--- src/hdl/follow_pkg.sv ---
package follow_pkg;

	// Camera image and direction index.
	localparam int IMAGE_WIDTH = 320;
	localparam int IMAGE_HEIGHT = 240;
	localparam int PIX_BITS = $clog2(IMAGE_WIDTH * IMAGE_HEIGHT);
	localparam int FOV = 25;
	localparam int DIR_BITS = $clog2(FOV) + 1;
	localparam logic [DIR_BITS-1:0] LEFT_BOUND = 6'd8;
	localparam logic [DIR_BITS-1:0] RIGHT_BOUND = 6'd15;
	localparam logic [PIX_BITS-1:0] PIX_MED = 17'd5000;
	localparam logic [PIX_BITS-1:0] PIX_HIGH = 17'd15000;
	localparam int MULT_BITS = 3;

	localparam int DIST_BITS = 8;
	localparam int FOLLOW_BITS = 7;
	localparam logic [FOLLOW_BITS-1:0] FOLLOW_DEFAULT = 7'd20;
	localparam logic [FOLLOW_BITS-1:0] FOLLOW_MIN = 7'd20;
	localparam logic [FOLLOW_BITS-1:0] FOLLOW_MAX = 7'd100;
	localparam logic [FOLLOW_BITS-1:0] FOLLOW_STEP = 7'd10;

	localparam int AMP_BITS = 11;
	localparam logic [AMP_BITS-1:0] AMP_LOUD = 11'd50;
	localparam int STUN_CYCLES = 2000;
	localparam int STUN_BITS = $clog2(STUN_CYCLES + 1);

	// NEC timing, scaled. One unit stands for 562.5 us.
	localparam int IR_UNIT_CYCLES = 8;
	localparam int IR_CNT_BITS = $clog2(32 * IR_UNIT_CYCLES);
	localparam int IR_LEAD_MARK_MIN_CYC = 12 * IR_UNIT_CYCLES;
	localparam int IR_LEAD_MARK_MAX_CYC = 20 * IR_UNIT_CYCLES;
	localparam int IR_LEAD_SPACE_MIN_CYC = 6 * IR_UNIT_CYCLES;
	localparam int IR_LEAD_SPACE_MAX_CYC = 10 * IR_UNIT_CYCLES;
	localparam int IR_ONE_CYC = 2 * IR_UNIT_CYCLES;
	localparam int IR_IDLE_CYC = 16 * IR_UNIT_CYCLES;

	localparam int IR_STATE_BITS = 3;
	localparam logic [IR_STATE_BITS-1:0] IR_IDLE = 3'd0;
	localparam logic [IR_STATE_BITS-1:0] IR_LEAD_MARK = 3'd1;
	localparam logic [IR_STATE_BITS-1:0] IR_LEAD_SPACE = 3'd2;
	localparam logic [IR_STATE_BITS-1:0] IR_BIT_MARK = 3'd3;
	localparam logic [IR_STATE_BITS-1:0] IR_BIT_SPACE = 3'd4;
	localparam logic [IR_STATE_BITS-1:0] IR_STOP = 3'd5;

	localparam logic [15:0] REMOTE_ADDR = 16'h6b86;
	localparam logic [7:0] KEY_POWER = 8'h12;
	localparam logic [7:0] KEY_PLAY = 8'h16;
	localparam logic [7:0] KEY_MUTE = 8'h0c;
	localparam logic [7:0] KEY_RETURN = 8'h17;
	localparam logic [7:0] KEY_UP = 8'h1a;
	localparam logic [7:0] KEY_DOWN = 8'h1e;

	// Drive codes. 1 and 5 are kept free for fast turns.
	localparam int CMD_BITS = 3;
	localparam logic [CMD_BITS-1:0] CMD_STOP = 3'd0;
	localparam logic [CMD_BITS-1:0] CMD_LEFT = 3'd2;
	localparam logic [CMD_BITS-1:0] CMD_STRAIGHT = 3'd3;
	localparam logic [CMD_BITS-1:0] CMD_RIGHT = 3'd4;

	// NEC frame, shifted in LSB first so the address lands in the low bits.
	typedef union packed {
		logic [31:0] raw;
		struct packed {
			logic [7:0]  command_inv;
			logic [7:0]  command;
			logic [15:0] address;
		} fields;
	} nec_frame_u;

endpackage
--- src/hdl/follow_bot_top.sv ---
`timescale 1ns/1ps

module follow_bot_top
	import follow_pkg::*;
(
	input  logic                   clk,
	input  logic                   rst_n,
	input  logic                   no_red,
	input  logic [PIX_BITS-1:0]    pixel_count,
	input  logic [DIR_BITS-1:0]    direction,
	input  logic [DIST_BITS-1:0]   average_distance,
	input  logic [AMP_BITS-1:0]    amplitude,
	input  logic                   ir_rx,
	output logic [CMD_BITS-1:0]    drive_command,
	output logic [FOLLOW_BITS-1:0] follow_distance,
	output logic [MULT_BITS-1:0]   multiplier
);

	logic [7:0] key;
	logic       key_valid;
	logic       bot_off;
	logic       mute;
	logic       stun;

	ir_nec_rx u_ir_nec_rx (
		.clk       (clk),
		.rst_n     (rst_n),
		.ir_rx     (ir_rx),
		.key       (key),
		.key_valid (key_valid)
	);

	remote_settings u_remote_settings (
		.clk             (clk),
		.rst_n           (rst_n),
		.key             (key),
		.key_valid       (key_valid),
		.bot_off         (bot_off),
		.mute            (mute),
		.follow_distance (follow_distance)
	);

	stun_timer u_stun_timer (
		.clk       (clk),
		.rst_n     (rst_n),
		.amplitude (amplitude),
		.mute      (mute),
		.stun      (stun)
	);

	drive_decider u_drive_decider (
		.clk              (clk),
		.rst_n            (rst_n),
		.no_red           (no_red),
		.direction        (direction),
		.average_distance (average_distance),
		.follow_distance  (follow_distance),
		.bot_off          (bot_off),
		.stun             (stun),
		.pixel_count      (pixel_count),
		.drive_command    (drive_command),
		.multiplier       (multiplier)
	);

endmodule

--- src/hdl/drive_decider.sv ---
`timescale 1ns/1ps

module drive_decider
	import follow_pkg::*;
(
	input  logic                   clk,
	input  logic                   rst_n,
	input  logic                   no_red,
	input  logic [DIR_BITS-1:0]    direction,
	input  logic [DIST_BITS-1:0]   average_distance,
	input  logic [FOLLOW_BITS-1:0] follow_distance,
	input  logic                   bot_off,
	input  logic                   stun,
	input  logic [PIX_BITS-1:0]    pixel_count,
	output logic [CMD_BITS-1:0]    drive_command,
	output logic [MULT_BITS-1:0]   multiplier
);

	logic                too_close;
	logic [CMD_BITS-1:0] next_cmd;

	always_ff @(posedge clk or negedge rst_n) begin
		if (!rst_n) begin
			too_close <= 1'b0;
		end else begin
			too_close <= average_distance < {1'b0, follow_distance};
		end
	end

	// Any safety condition wins over steering.
	always_ff @(posedge clk or negedge rst_n) begin
		if (!rst_n) begin
			next_cmd <= CMD_STOP;
		end else if (no_red || too_close || bot_off || stun) begin
			next_cmd <= CMD_STOP;
		end else if (direction < LEFT_BOUND) begin
			next_cmd <= CMD_LEFT;
		end else if (direction > RIGHT_BOUND) begin
			next_cmd <= CMD_RIGHT;
		end else begin
			next_cmd <= CMD_STRAIGHT;
		end
	end

	always_ff @(posedge clk or negedge rst_n) begin
		if (!rst_n) begin
			drive_command <= CMD_STOP;
		end else begin
			drive_command <= next_cmd;
		end
	end

	// Bigger target means more speed.
	always_comb begin
		if (pixel_count > PIX_HIGH) begin
			multiplier = MULT_BITS'(3);
		end else if (pixel_count > PIX_MED) begin
			multiplier = MULT_BITS'(2);
		end else begin
			multiplier = MULT_BITS'(1);
		end
	end

endmodule

--- src/hdl/stun_timer.sv ---
`timescale 1ns/1ps

module stun_timer
	import follow_pkg::*;
(
	input  logic                clk,
	input  logic                rst_n,
	input  logic [AMP_BITS-1:0] amplitude,
	input  logic                mute,
	output logic                stun
);

	logic [STUN_BITS-1:0] count;
	logic                 loud;

	assign loud = amplitude > AMP_LOUD;

	// Each loud sample restarts the hold time.
	always_ff @(posedge clk or negedge rst_n) begin
		if (!rst_n) begin
			count <= '0;
		end else if (mute) begin
			count <= '0;
		end else if (loud) begin
			count <= STUN_BITS'(STUN_CYCLES);
		end else if (count != '0) begin
			count <= count - 1'b1;
		end
	end

	// Mute drops stun in the same cycle.
	assign stun = (count != '0) && !mute;

endmodule

--- src/hdl/remote_settings.sv ---
`timescale 1ns/1ps

module remote_settings
	import follow_pkg::*;
(
	input  logic                   clk,
	input  logic                   rst_n,
	input  logic [7:0]             key,
	input  logic                   key_valid,
	output logic                   bot_off,
	output logic                   mute,
	output logic [FOLLOW_BITS-1:0] follow_distance
);

	logic [7:0]             last_key;
	logic                   new_press;
	logic [FOLLOW_BITS-1:0] dist_up;
	logic [FOLLOW_BITS-1:0] dist_down;

	// Held keys repeat the same code, so only a change counts as a press.
	assign new_press = key != last_key;

	always_comb begin
		dist_up = follow_distance;
		dist_down = follow_distance;
		if (new_press && follow_distance < FOLLOW_MAX) begin
			dist_up = follow_distance + FOLLOW_STEP;
		end
		if (new_press && follow_distance > FOLLOW_MIN) begin
			dist_down = follow_distance - FOLLOW_STEP;
		end
	end

	always_ff @(posedge clk or negedge rst_n) begin
		if (!rst_n) begin
			bot_off <= 1'b0;
			mute <= 1'b0;
			follow_distance <= FOLLOW_DEFAULT;
			last_key <= '0;
		end else if (key_valid) begin
			last_key <= key;
			case (key)
				KEY_POWER: bot_off <= 1'b1;
				KEY_PLAY: bot_off <= 1'b0;
				KEY_MUTE: mute <= 1'b1;
				KEY_RETURN: begin
					// Back to defaults.
					mute <= 1'b0;
					follow_distance <= FOLLOW_DEFAULT;
				end
				KEY_UP: follow_distance <= dist_up;
				KEY_DOWN: follow_distance <= dist_down;
				default: begin
					// Other keys only update last_key.
				end
			endcase
		end
	end

endmodule

--- src/hdl/ir_nec_rx.sv ---
`timescale 1ns/1ps

module ir_nec_rx
	import follow_pkg::*;
(
	input  logic       clk,
	input  logic       rst_n,
	input  logic       ir_rx,
	output logic [7:0] key,
	output logic       key_valid
);

	logic                     ir_meta;
	logic                     ir_sync;
	logic                     ir_last;
	logic                     edge_seen;
	logic                     rise;
	logic [IR_CNT_BITS-1:0]   cnt;
	logic [IR_STATE_BITS-1:0] state;
	logic [4:0]               bit_cnt;
	nec_frame_u               frame;
	logic                     frame_ok;

	// Line idles high.
	always_ff @(posedge clk or negedge rst_n) begin
		if (!rst_n) begin
			ir_meta <= 1'b1;
			ir_sync <= 1'b1;
			ir_last <= 1'b1;
		end else begin
			ir_meta <= ir_rx;
			ir_sync <= ir_meta;
			ir_last <= ir_sync;
		end
	end

	assign edge_seen = ir_sync != ir_last;
	assign rise = ir_sync && !ir_last;

	// Length of the current level in clocks, saturating.
	always_ff @(posedge clk or negedge rst_n) begin
		if (!rst_n) begin
			cnt <= '0;
		end else if (edge_seen) begin
			cnt <= IR_CNT_BITS'(1);
		end else if (cnt != '1) begin
			cnt <= cnt + 1'b1;
		end
	end

	assign frame_ok = (frame.fields.address == REMOTE_ADDR) &&
		(frame.fields.command_inv == ~frame.fields.command);

	always_ff @(posedge clk or negedge rst_n) begin
		if (!rst_n) begin
			state <= IR_IDLE;
			bit_cnt <= '0;
			key_valid <= 1'b0;
		end else begin
			key_valid <= 1'b0;
			if (edge_seen) begin
				case (state)
					IR_IDLE: begin
						if (!ir_sync) begin
							state <= IR_LEAD_MARK;
						end
					end
					IR_LEAD_MARK: begin
						if (cnt >= IR_LEAD_MARK_MIN_CYC && cnt <= IR_LEAD_MARK_MAX_CYC) begin
							state <= IR_LEAD_SPACE;
						end else begin
							state <= IR_IDLE;
						end
					end
					IR_LEAD_SPACE: begin
						bit_cnt <= '0;
						if (cnt >= IR_LEAD_SPACE_MIN_CYC && cnt <= IR_LEAD_SPACE_MAX_CYC) begin
							state <= IR_BIT_MARK;
						end else begin
							state <= IR_IDLE;
						end
					end
					IR_BIT_MARK: state <= IR_BIT_SPACE;
					IR_BIT_SPACE: begin
						bit_cnt <= bit_cnt + 1'b1;
						state <= (bit_cnt == 5'd31) ? IR_STOP : IR_BIT_MARK;
					end
					IR_STOP: begin
						// Rising edge closes the stop mark.
						key_valid <= frame_ok;
						state <= IR_IDLE;
					end
					default: state <= IR_IDLE;
				endcase
			end else if (state != IR_IDLE && ir_sync && cnt >= IR_IDLE_CYC) begin
				state <= IR_IDLE;
			end
		end
	end

	// A long space before the falling edge is a one.
	always_ff @(posedge clk) begin
		if (edge_seen && !ir_sync && state == IR_BIT_SPACE) begin
			frame.raw <= {(cnt > IR_ONE_CYC), frame.raw[31:1]};
		end
		if (rise && state == IR_STOP && frame_ok) begin
			key <= frame.fields.command;
		end
	end

endmodule

--- config.mk ---
export PLATFORM = sky130hd
export DESIGN_NAME = follow_bot_top
export DESIGN_NICKNAME = d
export VERILOG_FILES = /design/src/hdl/follow_pkg.sv /design/src/hdl/follow_bot_top.sv /design/src/hdl/drive_decider.sv /design/src/hdl/stun_timer.sv /design/src/hdl/remote_settings.sv /design/src/hdl/ir_nec_rx.sv
export SDC_FILE = /design/constraint.sdc
export NUM_CORES = 1
export LEC_CHECK = 0
export BUFFER_PORTS_ARGS = -buffer_cell sky130_fd_sc_hd__buf_2
export CORE_MARGIN = 2
export CORE_UTILIZATION = 40
export CTS_BUF_LIST = sky130_fd_sc_hd__clkbuf_16
export DETAILED_ROUTE_END_ITERATION = 16
export SYNTH_ARGS = -nofsm -noshare
export SYNTH_HDL_FRONTEND = slang
export SYNTH_SLANG_ARGS = --single-unit
--- constraint.sdc ---
create_clock -name clk -period 2.5 [get_ports clk]
set_input_delay 0.25 -clock clk [delete_from_list [all_inputs] [get_ports clk]]
set_output_delay 0.25 -clock clk [all_outputs]
set_load 0.01 [all_outputs]
# [Word level (Yosys, flattened, before mapping)]
# Index checks and enable logic that the tools add are counted.
[op_classes] mux=25 n_lt_le_gt_ge=14 addsub=5 eq_ne=20 n_reduce_logical=34 bitwise=1
[op_table] cell="equality test 8 x 5 -> 1 bit (second input constant)" count=5
[op_table] cell="two-way mux 11 bit" count=3
[op_table] cell="two-way mux 3 bit" count=7
[op_table] cell="case mux 7 bit (3 select lines)" count=1
[op_table] cell="> comparator 17 x 13 -> 1 bit (second input constant)" count=1
[op_table] cell="> comparator 17 x 14 -> 1 bit (second input constant)" count=1
[op_table] cell="equality test 16 x 15 -> 1 bit (second input constant)" count=1
[op_table] cell="two-way mux 8 bit" count=2
[op_table] cell="case mux 3 bit (5 select lines)" count=1
[op_table] cell="two-way mux 7 bit" count=2
[op_table] cell="logical AND 1 bit" count=13
[op_table] cell="> comparator 11 x 6 -> 1 bit (second input constant)" count=1
[op_table] cell="nonzero test 11 bit" count=1
[op_table] cell="subtractor 11 x 1 -> 11 bit (second input constant)" count=1
[op_table] cell="case mux 5 bit (2 select lines)" count=1
[op_table] cell="nonzero test 2 bit" count=5
[op_table] cell="nonzero test 3 bit" count=3
[op_table] cell="adder 8 x 1 -> 8 bit (second input constant)" count=1
[op_table] cell="equality test 8 x 4 -> 1 bit (second input constant)" count=1
[op_table] cell="equality test 8 bit" count=1
[op_table] cell="greater-or-equal comparator 8 x 6 -> 1 bit (second input constant)" count=1
[op_table] cell="greater-or-equal comparator 8 x 7 -> 1 bit (second input constant)" count=1
[op_table] cell="greater-or-equal comparator 8 bit (second input constant)" count=1
[op_table] cell="> comparator 8 x 5 -> 1 bit (second input constant)" count=1
[op_table] cell="other kinds (28)" count=43
[totals] inputBits=46 regBits=95 wordCells=116 out_inout_bits=13

# [Logic depth before layout (Yosys ltp)]
# Gate-level depths: netlist of the first run.
[logic_depth] ltp_word=5 ltp_mapped=11 mapped_depth_nobuf=10

# [By module]
# Synthesis of the first run repeated with hierarchy kept, for this count alone.
[unflattened] cells_unflattened=389 hier_area_um2=4688.2
[modules_own_cells] mod="ir_nec_rx" cells_per_inst=172 area_per_inst_um2=2434.8 instances=1 seq_area_each_um2=1705.4
[modules_own_cells] mod="remote_settings" cells_per_inst=104 area_per_inst_um2=1112.3 instances=1 seq_area_each_um2=402.9
[modules_own_cells] mod="stun_timer" cells_per_inst=59 area_per_inst_um2=631.9 instances=1 seq_area_each_um2=275.3
[modules_own_cells] mod="drive_decider" cells_per_inst=54 area_per_inst_um2=509.2 instances=1 seq_area_each_um2=175.2

# [Worst setup path after synthesis of the first run]
# No wires, ideal clock.
[synth_path] path_type="flip-flop to flip-flop" from="reg u_ir_nec_rx.key[5]" to="reg u_remote_settings.follow_distance[6]" setup_slack_ps=180 setup_time_ps=126 arrival_time_ps=2194 required_time_ps=2374 stages_incl_launch_ff=11 n_path_buf=0 period_less_slack_ps=2320 path_cell_list="edfxtp_1 -> nor3_4 -> nor3b_4 -> inv_2 -> ha_1 -> o21ai_0 -> nand2b_1 -> nor4_1 -> a31oi_1 -> and3_1 -> a221o_1"
[synth_between] elab_chain_cells=4 elab_cells_between_ends=11 classes_between="6 x eq/ne; 1 x mux; 4 x reduce/logical"
[synth_rtl] item="start: declaration" line_no="ir_nec_rx.sv:9" rtl="output logic [7:0] key,"
[synth_rtl] item="start signal: assignment" line_no="ir_nec_rx.sv:107" rtl="key <= frame.fields.command;"
[synth_rtl] item="inequality test 8 bit" line_no="remote_settings.sv:21" rtl="assign new_press = key != last_key;"
[synth_rtl] item="logical AND 1 bit, on equally long branches" line_no="remote_settings.sv:29, remote_settings.sv:26"
[synth_rtl] item="inequality test 2 x 1 -> 1 bit (no line)"
[synth_rtl] item="AND reduction 4 bit (no line)"
[synth_rtl] item="end signal: assignment" line_no="remote_settings.sv:51" rtl="KEY_UP: follow_distance <= dist_up;"
[synth_rtl] item="end signal: assignment" line_no="remote_settings.sv:52" rtl="KEY_DOWN: follow_distance <= dist_down;"
[synth_rtl] item="end: declaration" line_no="remote_settings.sv:12" rtl="output logic [FOLLOW_BITS-1:0] follow_distance"
# Parallel ways exist; a longest one is shown, timed or not.
# A chain may end at the register's enable or synchronous reset.

# [Worst setup path in the final report of the first run]
# Same ends and word-level chain as after synthesis.

==> key figures, run 1 <==
Die
  – FP Rows: 38
  – CORE AREA: between 0.01 and 0.015 mm^2
  – Die X: around 110 um
  – IO Count: 59
  – Initial Util: between 40% and 50%
  – Die Area: roughly 0.012 mm^2
  – Chip Height: 109 um

Final layout
  – Final Util: about half
  – Nets: about 500
  – Area Growth Syn to Fin: 18.5%
  – ANT cells: 0
  – Fin area: 0.00527 mm^2
  – Layout cell share with drive strength beyond 1: a little under a quarter

Timing
  – Final Hold Viols: 0
  – Fmax: approximately 430 MHz
  – Final worst setup slack: 175 ps
  – RSZ-0062 raised after global routing: false
  – Final worst path period need: 2330 ps
  – Final Cycle Share: 93.0%
  – Setup TNS: 0 ps
  – Worst slew pin tran: 627 ps
  – Post-Route Skew: between 8 and 9 ps
  – Slew Viols, Final: 0
  – Slew HR: between 50 and 60%
  – # setup viols final: 0

Setup path
  – Reg2reg setup slack: 170 ps
  – Startpoint types: flop
  – Critical Path RT: 2720 ps
  – CP endpoint kind: flop
  – Crit. Startpoint: u_ir_nec_rx.key[5]$_DFFE_PP_
  – Critical path class: flop to flop
  – RR Startpoint: u_ir_nec_rx.key[5]$_DFFE_PP_
  – Crit-path max FO: 5
  – Critical Path AT: 2550 ps

GRT
  – Largest net degree at the start of global routing: 33
  – Initial antenna violation count: 0
  – First-pass GRT wire length: around 14000 um
  – Global route overflow: 0
  – Vias in the first global route: between 2000 and 3000
  – Total track usage: roughly 15%

Synthesis
  – Compound-Gate Fraction of Synth Area: around 12%
  – Synth Cell Area: 0.00445 mm^2
  – #FFs+latches synth: 94
  – Sequential area share after synthesis: roughly 58%
  – Synth Flop Type: dfrtp_1
  – Post-Syn Instances: about 380
  – Async set-or-reset flop fraction in the synthesized netlist: between 50 and 60%
  – Largest family of logic cells by synthesized area: simple AND/OR/NAND/NOR gates
  – Post-synth EDFFs: 40
  – Synth Area in Simple Gates: approximately 15%
  – Synth warn: 0
  – Multiplexer area fraction after synthesis: under 10%
  – Post-synthesis cell type count: 63
  – Adder-cell share of the synthesized area: between 4 and 5%
  – Synth Area in XOR/XNOR: under 10%
  – Synth Area per Inst: between 10 and 15 um^2

Place
  – Area after DPL: roughly 0.005 mm^2
  – HPWL after detailed placement: between 5000 and 6000 um
  – GPL Wtd Cong: 0.859
  – Port Buffers: 52
  – Worst slack at placement: about 200 ps

CTS
  – Total CTS buffers: 9
  – CTS tree: built
  – Clock sinks: 94
  – Worst-path clk slew: 70 ps
  – Clock tree buffer depth: 2
  – H-Tree Depth: 3
  – CTS root buf: clkbuf_16
  – Clock Latency Late Sink: 340 ps
  – Post-CTS Setup Bufs: 0

Power
  – Power Total: between 3 and 4 mW
  – Leakage: approximately 2.2 nW
  – Pwr Density: around 630 mW/mm^2
  – VDD IR max: 0.316 mV

Drt
  – ANT nets after route: 0
  – Final wirelength: between 8000 and 9000 um
  – DR vias: ~3100
  – Residual DRC: 0
  – DR pass1 iterations: 4
  – Post-detailed-route wirelength per cell: about 14 um
  – Mean number of vias per cell: between 5 and 6
  – DR iter-0 viols: around 160

Hold path
  – Hold_sp: average_distance[7]
  – Worst Hold Class: input port to flop

Job
  – Max Cap Violations: 0

Status
  – Outcome: finished, final reports clean
==> layout by cell type (no fill, tap or decap), types with 7 or more instances in the layout <==
cell / synthesis / layout
a21oi_1: 25 / 25
a31oi_1: 7 / 7
and3_1: 8 / 8
buf_2: 1 / 52
buf_4: 3 / 10
clkbuf_16: 0 / 10
dfrtp_1: 49 / 49
edfxtp_1: 40 / 40
ha_1: 15 / 15
inv_1: 17 / 19
mux2_2: 8 / 8
nand2_1: 23 / 23
nand3_1: 11 / 11
nor2_1: 30 / 30
nor3_1: 15 / 15
nor4_1: 10 / 10
o21ai_0: 22 / 22
xnor2_1: 12 / 12
xor2_1: 15 / 15
==> layer usage <==
metal,GRT usage [%],wire (um),vias to the layer above
met3,4.27,314,11
met1,18.8,3750,1467
met4,5.06,91,0
met5,0,0,-
li1,-,-,1537
met2,23.8,3930,56
==> power by group <==
part,leakage [nW],switching (mW),internal (mW),total (mW)
sequential,1.06,0.0212,1.62,1.64
combinational,1.00,0.0867,0.0737,0.160
clock,0.171,0.584,0.937,1.52
==> worst max-delay path: stages (launching register included) <==
cell,delay [ps]
edfxtp_1,460
nor3_4,230
nor3b_4,230
inv_2,80
ha_1,350
o21ai_0,100
nand2b_1,90
nor4_1,170
a31oi_1,80
and3_1,190
a221o_1,250
==> synthesized netlist by cell type, types with 7 or more instances <==
library cell	instances	area share, %
dfrtp_1	49	28
edfxtp_1	40	27
nor2_1	30	2.5
a21oi_1	25	2.8
nand2_1	23	1.9
o21ai_0	22	2.5
inv_1	17	1.4
ha_1	15	4.2
nor3_1	15	1.7
xor2_1	15	3.0
xnor2_1	12	2.4
nand3_1	11	1.2
nor4_1	10	1.4
and3_1	8	1.1
mux2_2	8	2.0
a31oi_1	7	0.98
==> flip-flops by register name, summed over array words and instances, names as in the netlist <==
signal,cells
u_ir_nec_rx.key_valid,1
u_stun_timer.count,11
u_ir_nec_rx.key,8
u_ir_nec_rx.bit_cnt,5
u_drive_decider.next_cmd,3
u_remote_settings.last_key,8
u_remote_settings.follow_distance,6
u_remote_settings.bot_off,1
u_drive_decider.too_close,1
u_ir_nec_rx.cnt,8
u_ir_nec_rx.ir_sync,1
u_drive_decider.drive_command,3
u_ir_nec_rx.frame,32
u_ir_nec_rx.ir_meta,1
u_remote_settings.mute,1
u_ir_nec_rx.state,3
u_ir_nec_rx.ir_last,1
==> final timing paths <==
| kind | to | cells after the start |
|---|---|---|
| max in group asynchronous | u_remote_settings.follow_distance[2]$_DFFE_PN1P_ | 3 |
| hold / removal | u_drive_decider.too_close$_DFF_PN0_ | 2 |
| setup / recovery | u_remote_settings.follow_distance[6]$_DFFE_PN0P_ | 10 |
| setup reg to reg | u_remote_settings.follow_distance[6]$_DFFE_PN0P_ | 10 |
| hold reg to reg | u_drive_decider.drive_command[2]$_DFF_PN0_ | 0 |
| min in group asynchronous | u_drive_decider.drive_command[1]$_DFF_PN0_ | 2 |
==> through the flow <==
step	cells	hold slack (ps)
2_1_floorplan	382	-45.6
3_3_place_gp	577	310
3_5_place_dp	577	311
4_1_cts	595	62.4
5_1_grt	595	67.3
6_report	595	68.2
==> cells by family after synthesis <==
group | count (synthesis)
xor gates and xnor gates | 27
DFF | 94
buffers and inverters | 26
AOI/OAI and AO/OA | 83
muxes | 9
other | 1
adders and majority gates | 15
and+or+nand+nor | 126
==> cell type report <==
type	instances	area, um^2
clock buffer	10	250
clock inverter	6	85.1
fill	965	5570
inverter	18	67.6
multi-input combinational	262	1760
sequential	94	2560
tap	140	175
timing repair buffer	65	375
==> repair_timing <==
action,in CTS,in global routing
hold buffers,2,0
gates resized for setup,0,0
hold endpoints to repair,23,0
(Power assumes the default switching activity.)
==> run 2: changes to the inputs <==
--- a/config.mk
+++ b/config.mk
@@ -10,6 +10,7 @@
 export CORE_UTILIZATION = 40
 export CTS_BUF_LIST = sky130_fd_sc_hd__clkbuf_16
 export DETAILED_ROUTE_END_ITERATION = 16
+export SETUP_SLACK_MARGIN = 0.3
 export SYNTH_ARGS = -nofsm -noshare
 export SYNTH_HDL_FRONTEND = slang
 export SYNTH_SLANG_ARGS = --single-unit
==> key figures, run 2 (synthesis gave the netlist of run 1 again) <==
Final layout
  – Commonest non-fill, non-tap cell in the layout: buf_2
  – Max reg flops: 32
  – Commonest cells after routing, fill and taps aside: 52 x buf_2, 49 x dfrtp_1, 40 x edfxtp_1
  – Layout cell share with drive strength beyond 1: between 20% and 30%
  – Largest registers: u_ir_nec_rx.frame (32), u_stun_timer.count (11)
  – Fill cell count: between 900 and 1000
  – Area Growth Syn to Fin: 21.0%
  – Nets: 525
  – ANT cells: 0
  – Largest Register: u_ir_nec_rx.frame

Setup path
  – Critical path buffers and inverters: 2
  – Startpoint types: flop
  – Max incr delay on CP: ~380 ps
  – Crit-path max FO: 3
  – Critical Path AT: about 2600 ps
  – CP endpoint kind: flop
  – Critical path class: flop to flop
  – Critical Path RT: approximately 2700 ps
  – Worst path top cell family by delay: simple AND/OR/NAND/NOR gates
  – Critical Path Slowest Stage Cell: edfxtp_1
  – Crit path cell chain: nand3b_1 > nor3b_4 > buf_4 > buf_6 > xnor2_2 > ha_2 > a21oi_2 > nor3_2 > a21oi_1 > and3_1 > a221o_1

Drt
  – DR pass1 iterations: 7
  – Post-detailed-route wirelength per cell: around 14 um
  – Residual DRC: 0
  – DR iter-0 viols: ~200
  – Final wirelength: about 8500 um
  – ANT nets after route: 0
  – DR vias: ~3100
  – Mean number of vias per cell: about 5.2

Hold path
  – Worst Hold Class: input port to flop

CTS
  – Clock sinks: 94
  – H-Tree Depth: 3
  – Total CTS buffers: 9
  – Clock Latency Late Sink: ~340 ps
  – CTS root buf: clkbuf_16
  – CTS tree: built
  – Clock tree buffer depth: 2
  – Worst-path clk slew: roughly 60 ps

Die
  – Die X: roughly 110 um
  – IO Count: 59
  – Die Area: approximately 0.012 mm^2
  – Chip Height: 109 um
  – CORE AREA: roughly 0.011 mm^2
  – Initial Util: 41.0%
  – FP Rows: 38

Power
  – Pwr Density: slightly below 600 mW/mm^2
  – Leakage: 2.28 nW
  – VDD IR max: between 0.4 and 0.5 mV
  – Power Total: 3.10 mW

GRT
  – Initial antenna violation count: 0
  – First-pass GRT wire length: 13900 um
  – Global route overflow: 0
  – Met3 Usage GRT: under 10%
  – Vias in the first global route: approximately 3000
  – Met1 Use GR: 18.4%
  – M2 GR Usage: about a quarter
  – Total track usage: roughly 15%
  – Largest net degree at the start of global routing: 34
  – Most Crowded Layer GR: met2

Timing
  – Hold_ws: 65.4 ps
  – Setup TNS: 0 ps
  – Final worst path period need: approximately 2400 ps
  – Slew Viols, Final: 0
  – Fmax: about 420 MHz
  – Slew HR: 53.2%
  – Worst slew pin tran: ~700 ps
  – Final Cycle Share: between 90% and 100%
  – Post-Route Skew: 5.07 ps
  – Final Hold Viols: 0
  – RSZ-0062 raised after global routing: true
  – # setup viols final: 0
  – Final worst setup slack: around 120 ps

Place
  – Port Buffers: 52
  – HPWL after detailed placement: between 5000 and 6000 um
  – Worst slack at placement: between 150 and 200 ps
  – GPL Wtd Cong: 0.858

Status
  – Outcome: finished, final reports clean

Job
  – Max Cap Violations: 0
## run 2: report_power, final
part           total, mW  internal (mW)  switching, mW
combinational      0.175         0.0836         0.0919
clock               1.29          0.685          0.601
sequential          1.64           1.62         0.0207
## run 2: final cells by class
cell class / instances / area (um^2) / share of cell area (%)
Tap cell: 140 / 175 / 3.26
Sequential cell: 94 / 2560 / 47.5
Inverter: 18 / 67.6 / 1.26
Timing Repair Buffer: 79 / 472 / 8.77
Clock buffer: 9 / 225 / 4.19
Clock inverter: 7 / 56.3 / 1.05
Multi-Input combinational cell: 262 / 1830 / 33.9
## run 2: path summary, 6_finish.rpt
| path | start | cells past startpoint | end | slack, ps |
|---|---|---|---|---|
| max | u_ir_nec_rx.key[0]$_DFFE_PP_ | 11 | u_remote_settings.follow_distance[5]$_DFFE_PN0P_ | 120 |
| min | average_distance[7] | 2 | u_drive_decider.too_close$_DFF_PN0_ | 70 |
| max reg2reg | u_ir_nec_rx.key[0]$_DFFE_PP_ | 11 | u_remote_settings.follow_distance[5]$_DFFE_PN0P_ | 120 |
| min reg2reg | u_drive_decider.next_cmd[2]$_DFF_PN0_ | 0 | u_drive_decider.drive_command[2]$_DFF_PN0_ | 350 |
| max in group asynchronous | rst_n | 3 | u_ir_nec_rx.ir_last$_DFF_PN1_ | 1290 |
| min in group asynchronous | rst_n | 2 | u_stun_timer.count[7]$_DFFE_PN0P_ | 490 |
## run 2: per-stage QoR
step	instance area [um^2]	util (%)	cells
global route	5380	49.6	609
detailed placement	4920	45.3	577
finish	5380	49.6	609
CTS	5250	48.4	599
floorplan	4470	-	382
global placement	4920	45.3	577
## run 2: layer usage
layer,part of all wire (%),vias to the layer above
met5,0,-
met2,50,55
li1,-,1561
met3,3.5,12
met1,45,1519
met4,1.5,0
## run 2: timing repair
item                                   4_1_cts  5_1_grt
hold buffers                                 2        0
endpoints found under the hold margin       32        0
resized for setup                            0       14
pin swaps                                    1        9
buffers inserted                             4       10
setup endpoints to repair                    3        5
